`config.mk`:
```
export PLATFORM = sky130hd
export DESIGN_NAME = sap_cpu_top
export DESIGN_NICKNAME = d
export VERILOG_FILES = /design/src/source/sap_pkg.sv /design/src/source/control_sequencer.sv /design/src/source/address_unit.sv /design/src/source/program_memory.sv /design/src/source/datapath.sv /design/src/source/sap_cpu_top.sv
export VERILOG_INCLUDE_DIRS = /design/src /design/src/source
export SDC_FILE = /design/constraint.sdc
export NUM_CORES = 1
export LEC_CHECK = 0
export ABC_AREA = 0
export BUFFER_PORTS_ARGS = -buffer_cell sky130_fd_sc_hd__buf_2
export CORE_MARGIN = 2
export CORE_UTILIZATION = 55
export CTS_CLUSTER_SIZE = 30
export DETAILED_ROUTE_END_ITERATION = 10
export PLACE_DENSITY = 0.72
export REMOVE_ABC_BUFFERS = 1
export SLEW_MARGIN = 20
export SYNTH_ARGS = -nofsm -noshare
export SYNTH_HDL_FRONTEND = slang
export SYNTH_SLANG_ARGS = --single-unit
```
`constraint.sdc`:
```
create_clock -name clk -period 4.67 [get_ports clk]
set_input_delay 1.401 -clock clk [delete_from_list [all_inputs] [get_ports clk]]
set_output_delay 1.401 -clock clk [all_outputs]
set_load 0.01 [all_outputs]
```
`src/source/sap_macros.svh`:
```
// --------------------------------------------------
// SAP-1 size macros
// Data, address and memory depth for the core
// --------------------------------------------------
`ifndef SAP_MACROS_SVH
`define SAP_MACROS_SVH

// Data bus and instruction word width
`define SAP_DATA_W 8

// Memory address and operand width
`define SAP_ADDR_W 4

// Words in program memory
`define SAP_RAM_DEPTH 16

`endif

```
`src/source/sap_pkg.sv`:
```
// --------------------------------------------------
// SAP-1 shared types
// Data and address words, opcodes, sequencer
// stages and the microcode control word
// --------------------------------------------------
`include "sap_macros.svh"

package sap_pkg;

    typedef logic [`SAP_DATA_W-1:0] data_t;
    typedef logic [`SAP_ADDR_W-1:0] addr_t;

    // Upper nibble of the instruction word, 8 to 15 run as NOP
    typedef enum logic [`SAP_DATA_W-`SAP_ADDR_W-1:0] {
        HLT = 4'd0,
        NOP = 4'd1,
        ADD = 4'd2,
        SUB = 4'd3,
        LDA = 4'd4,
        OUT = 4'd5,
        STA = 4'd6,
        JMP = 4'd7
    } opcode_t;

    typedef enum logic [2:0] {
        T0     = 3'd0,
        T1     = 3'd1,
        T2     = 3'd2,
        T3     = 3'd3,
        T4     = 3'd4,
        T5     = 3'd5,
        S_HOLD = 3'd6,  // Held in reset
        S_HALT = 3'd7   // Stopped by HLT
    } stage_t;

    // All controls active high
    typedef struct packed {
        logic pc_inc;
        logic pc_out;
        logic pc_load;
        logic mar_load;
        logic ram_out;
        logic ram_load;
        logic ir_load;
        logic ir_out;
        logic a_load;
        logic a_out;
        logic alu_sub;
        logic alu_out;
        logic b_load;
        logic out_load;
        logic spare;    // Reserved
    } ctrl_word_t;

endpackage

```
`src/source/control_sequencer.sv`:
```
// --------------------------------------------------
// SAP-1 control sequencer
// Six-stage counter with halt flag; decodes
// stage and opcode into the control word
// --------------------------------------------------
`timescale 1ns/1ps

module control_sequencer (
    input  logic                clk,
    input  logic                rst_n,
    input  sap_pkg::opcode_t    opcode,
    output sap_pkg::ctrl_word_t ctrl,
    output logic                halted
);

    import sap_pkg::*;

    stage_t stage;

    always_ff @(posedge clk) begin
        if (!rst_n) begin
            stage  <= S_HOLD;
            halted <= 1'b0;
        end else begin
            case (stage)
                S_HOLD: stage <= T0;
                T0:     stage <= T1;
                T1:     stage <= T2;
                T2:     stage <= T3;
                T3: begin
                    if (opcode == HLT) begin
                        stage  <= S_HALT;
                        halted <= 1'b1;
                    end else begin
                        stage <= T4;
                    end
                end
                T4:     stage <= T5;
                T5:     stage <= T0;
                default: stage <= S_HALT;  // Parked until reset
            endcase
        end
    end

    // Microcode ROM
    always_comb begin
        ctrl = '0;
        case (stage)
            T0: begin
                ctrl.pc_out   = 1'b1;  // PC to MAR
                ctrl.mar_load = 1'b1;
            end
            T1: begin
                ctrl.pc_inc = 1'b1;
            end
            T2: begin
                ctrl.ram_out = 1'b1;  // Fetch into IR
                ctrl.ir_load = 1'b1;
            end
            T3: begin
                case (opcode)
                    ADD, SUB, LDA, STA: begin
                        ctrl.ir_out   = 1'b1;  // Operand address to MAR
                        ctrl.mar_load = 1'b1;
                    end
                    OUT: begin
                        ctrl.a_out    = 1'b1;
                        ctrl.out_load = 1'b1;
                    end
                    JMP: begin
                        ctrl.ir_out  = 1'b1;
                        ctrl.pc_load = 1'b1;
                    end
                    default: ;  // HLT and NOP types idle
                endcase
            end
            T4: begin
                case (opcode)
                    ADD, SUB: begin
                        ctrl.ram_out = 1'b1;
                        ctrl.b_load  = 1'b1;
                    end
                    LDA: begin
                        ctrl.ram_out = 1'b1;
                        ctrl.a_load  = 1'b1;
                    end
                    STA: begin
                        ctrl.a_out = 1'b1;  // Write data on bus
                    end
                    default: ;
                endcase
            end
            T5: begin
                case (opcode)
                    ADD: begin
                        ctrl.alu_out = 1'b1;
                        ctrl.a_load  = 1'b1;
                    end
                    SUB: begin
                        ctrl.alu_sub = 1'b1;
                        ctrl.alu_out = 1'b1;
                        ctrl.a_load  = 1'b1;
                    end
                    STA: begin
                        ctrl.a_out    = 1'b1;
                        ctrl.ram_load = 1'b1;
                    end
                    default: ;
                endcase
            end
            default: ;  // S_HOLD and S_HALT drive nothing
        endcase
    end

    // Once halted, only reset restarts the core
    assert property (@(posedge clk)
        (rst_n && stage == S_HALT) |=> (stage == S_HALT));

    // Single driver on the shared bus
    assert property (@(posedge clk)
        $onehot0({ctrl.pc_out, ctrl.ir_out, ctrl.ram_out, ctrl.a_out, ctrl.alu_out}));

endmodule

```
`src/source/address_unit.sv`:
```
// --------------------------------------------------
// SAP-1 address unit
// Program counter, memory address register and
// instruction register, all loaded from the bus
// --------------------------------------------------
`timescale 1ns/1ps
`include "sap_macros.svh"

module address_unit (
    input  logic                clk,
    input  logic                rst_n,
    input  sap_pkg::ctrl_word_t ctrl,
    input  sap_pkg::data_t      bus,
    output sap_pkg::addr_t      pc,
    output sap_pkg::addr_t      mar,
    output sap_pkg::addr_t      operand,
    output sap_pkg::opcode_t    opcode
);

    import sap_pkg::*;

    data_t ir;

    always_ff @(posedge clk) begin
        if (!rst_n) begin
            pc <= '0;
        end else if (ctrl.pc_load) begin
            pc <= bus[`SAP_ADDR_W-1:0];  // Jump target
        end else if (ctrl.pc_inc) begin
            pc <= pc + addr_t'(1);  // Wraps at 16
        end
    end

    always_ff @(posedge clk) begin
        if (!rst_n) begin
            mar <= '0;
        end else if (ctrl.mar_load) begin
            mar <= bus[`SAP_ADDR_W-1:0];
        end
    end

    always_ff @(posedge clk) begin
        if (!rst_n) begin
            ir <= '0;
        end else if (ctrl.ir_load) begin
            ir <= bus;
        end
    end

    // Opcode in the upper nibble, address in the lower
    assign opcode  = opcode_t'(ir[`SAP_DATA_W-1:`SAP_ADDR_W]);
    assign operand = ir[`SAP_ADDR_W-1:0];

    assert property (@(posedge clk) !(ctrl.pc_inc && ctrl.pc_load));

endmodule

```
`src/source/program_memory.sv`:
```
// --------------------------------------------------
// SAP-1 program memory
// 16x8 RAM read at the MAR; written by the core
// on ram_load or by the loader while in reset
// --------------------------------------------------
`timescale 1ns/1ps
`include "sap_macros.svh"

module program_memory (
    input  logic                clk,
    input  logic                rst_n,
    input  sap_pkg::ctrl_word_t ctrl,
    input  sap_pkg::addr_t      mar,
    input  sap_pkg::data_t      wdata,
    output sap_pkg::data_t      rdata,
    input  logic                prog_we,
    input  sap_pkg::addr_t      prog_addr,
    input  sap_pkg::data_t      prog_data
);

    import sap_pkg::*;

    data_t mem [`SAP_RAM_DEPTH];

    assign rdata = mem[mar];  // Asynchronous read

    always_ff @(posedge clk) begin
        if (prog_we) begin
            mem[prog_addr] <= prog_data;  // Loader port
        end else if (ctrl.ram_load) begin
            mem[mar] <= wdata;  // STA
        end
    end

    // The loader only runs while the core is in reset
    assert property (@(posedge clk) rst_n |-> !prog_we);

endmodule

```
`src/source/datapath.sv`:
```
// --------------------------------------------------
// SAP-1 datapath
// Bus source mux, accumulator and B register,
// 8-bit adder/subtractor and output register
// --------------------------------------------------
`timescale 1ns/1ps

module datapath (
    input  logic                clk,
    input  logic                rst_n,
    input  sap_pkg::ctrl_word_t ctrl,
    input  sap_pkg::addr_t      pc,
    input  sap_pkg::addr_t      operand,
    input  sap_pkg::data_t      ram_rdata,
    output sap_pkg::data_t      bus,
    output logic                out_valid,
    output sap_pkg::data_t      out_data
);

    import sap_pkg::*;

    data_t a_reg;
    data_t b_reg;
    data_t alu_result;

    // Modulo 256 in both directions
    assign alu_result = ctrl.alu_sub ? (a_reg - b_reg) : (a_reg + b_reg);

    // At most one source is enabled per stage
    always_comb begin
        if (ctrl.pc_out) begin
            bus = data_t'(pc);  // Zero extended
        end else if (ctrl.ir_out) begin
            bus = data_t'(operand);
        end else if (ctrl.ram_out) begin
            bus = ram_rdata;
        end else if (ctrl.a_out) begin
            bus = a_reg;
        end else if (ctrl.alu_out) begin
            bus = alu_result;
        end else begin
            bus = '0;  // Idle bus
        end
    end

    always_ff @(posedge clk) begin
        if (!rst_n) begin
            a_reg <= '0;
        end else if (ctrl.a_load) begin
            a_reg <= bus;
        end
    end

    always_ff @(posedge clk) begin
        if (!rst_n) begin
            b_reg <= '0;
        end else if (ctrl.b_load) begin
            b_reg <= bus;
        end
    end

    // Output register with a one-cycle strobe per new value
    always_ff @(posedge clk) begin
        if (!rst_n) begin
            out_data  <= '0;
            out_valid <= 1'b0;
        end else begin
            out_valid <= ctrl.out_load;
            if (ctrl.out_load) begin
                out_data <= bus;  // A is on the bus in OUT T3
            end
        end
    end

endmodule

```
`src/source/sap_cpu_top.sv`:
```
// --------------------------------------------------
// SAP-1 processor top level
// Sequencer, address unit, program memory and
// datapath around the shared bus
// --------------------------------------------------
`timescale 1ns/1ps

module sap_cpu_top (
    input  logic           clk,
    input  logic           rst_n,
    input  logic           prog_we,
    input  sap_pkg::addr_t prog_addr,
    input  sap_pkg::data_t prog_data,
    output logic           out_valid,
    output sap_pkg::data_t out_data,
    output logic           halted
);

    import sap_pkg::*;

    ctrl_word_t ctrl;
    opcode_t    opcode;
    data_t      bus;
    data_t      ram_rdata;
    addr_t      pc;
    addr_t      mar;
    addr_t      operand;

    control_sequencer u_seq (
        .clk    (clk),
        .rst_n  (rst_n),
        .opcode (opcode),
        .ctrl   (ctrl),
        .halted (halted)
    );

    address_unit u_addr (
        .clk     (clk),
        .rst_n   (rst_n),
        .ctrl    (ctrl),
        .bus     (bus),
        .pc      (pc),
        .mar     (mar),
        .operand (operand),
        .opcode  (opcode)
    );

    program_memory u_mem (
        .clk       (clk),
        .rst_n     (rst_n),
        .ctrl      (ctrl),
        .mar       (mar),
        .wdata     (bus),       // STA writes from the bus
        .rdata     (ram_rdata),
        .prog_we   (prog_we),
        .prog_addr (prog_addr),
        .prog_data (prog_data)
    );

    datapath u_dp (
        .clk       (clk),
        .rst_n     (rst_n),
        .ctrl      (ctrl),
        .pc        (pc),
        .operand   (operand),
        .ram_rdata (ram_rdata),
        .bus       (bus),
        .out_valid (out_valid),
        .out_data  (out_data)
    );

endmodule

```
==> metrics.md <==
| Metric | Value |
|---|---|
| Die area | `14720 um2` |
| Distinct cell type count after synthesis | `52` |
| FF+latch count, synth | `177` |
| Slew Viols, Final | `0` |
| GPL Wtd Cong | `0.9308` |
| DR vias | `4736` |
| Fin cells | `763` |
| Outcome | `finished, final reports clean` |
| Core Area | `13350 um2` |
| Register area share after synthesis | `0.6373` |
| Max-cap violations | `0` |
| Synth Cell Area | `7571 um2` |
| PwrDens | `508.3 nW/um2` |
| Cell at the slowest stage of the critical path | `a21oi_1` |
| Num rows | `42` |
| Largest family of logic cells by synthesized area | `multiplexers` |
| CTS Hold Bufs | `0` |
| Total congestion overflow | `0` |
| Dpl hpwl | `11.14 mm` |
| Arrival time worst endpoint | `4.31 ns` |
| Mapped Avg Cell Area | `14.02 um2` |
| Vias in the first global route | `4633` |
| Synth Area in Simple Gates | `0.08792` |
| HP Class | `flop to flop` |
| Layout area overhead | `13.20%` |
| Max Fclk | `237.5 MHz` |
| # DRC | `0` |
| Adder-Cell Fraction of Synth Area | `0.01752` |
| RSZ-0062 raised after global routing | `no` |
| Mux share of post-synthesis cell area | `0.1243` |
| Fraction of registers with async set/reset | `0` |
| Initial core utilization | `0.5672` |
| Ant diodes | `0` |
| Fin. Hold Viols | `0` |
| Initial antenna violation count | `0` |
| H-tree depth | `4` |
| Wire per inst | `22.53 um` |
| Prevailing post-synth register cell | `edfxtp_1` |
| Worst-path maximum fanout | `16` |
| Placed Cells incl. Taps | `732` |
| First-pass GRT wire length | `26.21 mm` |
| IO Port Bufs | `24` |
| Clock Skews | `0.01331 ns` |
| CTS max path bufs | `2` |
| Routed Wire Length | `17.19 mm` |
| Tcrit/Tclk final | `0.9017` |
| Max VDD drop | `0.0003209 V` |
| CP cell instances | `nor3b_1, and3_1, nand2_1, o21ai_0, inv_1, ha_1, nor2b_1, o31a_1, o21a_1, nor2_1, xnor2_1, a221oi_4, a21oi_1` |
| Post-synth EDFFs | `128` |
| Placed cell areas | `7944 um2` |
| Final ANT Viol Nets | `0` |
| Post-layout min period | `4.211 ns` |
| Root buf cell | `clkbuf_16` |
| Post-CTS Setup Repair Bufs | `0` |
| Leakage | `2.860 nW` |
| Largest net degree at the start of global routing | `29` |
| DRT iter0 DRCs | `610` |
| DR pass1 iterations | `5` |
| Max stage delay on crit path | `0.78 ns` |
| Max reg flops | `128` |
| Clock sink count | `177` |
| Horiz. Die Dim | `121.3 um` |
| Worst EP required | `4.77 ns` |
| Post-synthesis compound-gate area fraction | `0.09156` |
| FILL cells | `968` |
| Finished Cell Area | `8571 um2` |
| CTS tree | `built` |
| Avg Vias per Cell | `6.207` |
| Chip height | `121.3 um` |
| Tot GR Track Use | `0.2478` |
| Kind of critical path | `flop to flop` |
| I/O pins | `25` |
| Worst Setup End Kind | `flop` |
| Nets | `600` |
| Worst skew pair latency | `0.43 ns` |
| Post-CTS sizing | `0` |
| Post-Syn Instances | `540` |
| Worst R2R Setup Slack | `0.46 ns` |
| CTS Buf Count | `17` |
| Worst Tran Pin Value | `1.085 ns` |
| Relative slew slack | `0.2742` |
| Setup TNS | `0 ns` |
| Synth Area in XOR/XNOR | `0.01735` |
| Final setup fails | `0` |
| Largest Register | `u_mem.mem` |
| Worst Setup Start Kind | `flop` |
| Share of post-route cells with drive strength above 1 | `0.2095` |
| Worst-path clk slew | `0.06 ns` |
| Syn. warnings | `0` |
stage by stage:
| stage | util | setup WS (ns) | hold WS (ns) | power (mW) |
|---|---|---|---|---|
| floorplan | - | 0.9157 | 0.4444 | 2.596 |
| finish | 0.6421 | 0.4592 | 0.4800 | 4.357 |
| global route | 0.6421 | 0.1201 | 0.5023 | 4.527 |
| CTS | 0.6416 | 0.4638 | 0.4795 | 4.365 |
| global placement | 0.5951 | 0.5403 | 0.4402 | 2.849 |
| detailed placement | 0.5951 | 0.5067 | 0.4603 | 2.870 |
where the power goes:
part / switching (mW) / total [mW] / internal [mW]
registers: 0.114 / 1.88 / 1.77
logic: 0.533 / 0.979 / 0.446
clock network: 0.561 / 1.49 / 0.934
total: 1.21 / 4.36 / 3.15
placed cells by master, fill, tap and decap left out, drive strengths merged, types with 7 or more instances in the layout:
| cell type | Yosys | layout |
|---|---|---|
| edfxtp | 128 | 128 |
| nor2 | 62 | 62 |
| dfxtp | 49 | 49 |
| buf | 12 | 47 |
| mux4 | 40 | 40 |
| nand2 | 36 | 36 |
| a21oi | 32 | 32 |
| o21ai | 32 | 32 |
| clkbuf | 19 | 17 |
| xnor2 | 11 | 11 |
| inv | 11 | 11 |
| nand3 | 11 | 11 |
| a211oi | 10 | 10 |
| ha | 9 | 9 |
| a31oi | 8 | 8 |
| nor3b | 7 | 7 |
| clkinv | 0 | 7 |
final timing paths:
kind / from / endpoint / depth (start not counted)
worst max-delay path: u_seq.stage[2] / u_mem.mem[0][5] / 13
worst min-delay path: u_seq.halted / u_seq.halted / 2
worst max register to register: u_seq.stage[2] / u_mem.mem[0][5] / 13
worst min register to register: u_seq.halted / u_seq.halted / 2
worst max-delay path: cells and delay by family, from the launching register on:
family / cells / cell delay, ns
AOI/OAI and AO/OA: 5 / 1.66
and+or+nand+nor: 5 / 1.17
DFF: 1 / 0.50
adders and majority gates: 1 / 0.28
xor gates and xnor gates: 1 / 0.19
buffers and inverters: 1 / 0.09
per-layer routing:
layer / track usage / up-vias / share of wire / wire, um
met1: 0.3144 / 2373 / 0.40 / 6865
met2: 0.4273 / 196 / 0.51 / 8774
li1: - / 2135 / - / -
met4: 0.08405 / 0 / 0.025 / 425
met5: 0 / - / 0 / 0
met3: 0.04981 / 32 / 0.065 / 1123
cell usage after synthesis (3+ instances only):
cell      instances  area share
o31ai_1           3      0.0030
xor2_1            4      0.0046
nor3_1            5      0.0033
clkbuf_1         19      0.0094
o21a_1            4      0.0040
buf_1             4      0.0020
ha_1              9       0.015
a211oi_1         10      0.0099
xnor2_1          11       0.013
edfxtp_1        128        0.51
o21ai_0          31       0.020
nand3_1          11      0.0073
nor2_1           62       0.031
dfxtp_1          49        0.13
a21oi_1          32       0.021
nand2_1          36       0.018
nor2b_1           5      0.0041
nand2b_1          3      0.0025
mux4_2           40        0.12
buf_2             5      0.0033
a22oi_1           4      0.0040
and3_1            3      0.0025
a31oi_1           8      0.0066
inv_1            11      0.0055
nor3b_1           7      0.0069
mux2i_1           4      0.0053
layout make-up:
| type | count | area, um2 | area share |
|---|---|---|---|
| Clock buffer | 17 | 425.4 | 0.04964 |
| Clock inverter | 14 | 195.2 | 0.02277 |
| Inverter | 11 | 41.29 | 0.004818 |
| Multi-Input combinational cell | 321 | 2570 | 0.2999 |
| Sequential cell | 177 | 4826 | 0.5631 |
| Tap cell | 176 | 220.2 | 0.02569 |
| Timing Repair Buffer | 47 | 292.8 | 0.03416 |
cell families (layout without fill, tap and decap cells):
group           Yosys count  after routing
mux                      44             44
xor+xnor                 15             15
simple gates            144            144
compound gates          108            108
flops                   177            177
fa+ha+maj                10             10
buf+inv                  42             89
No activity file was read; power rests on OpenSTA's default activity.
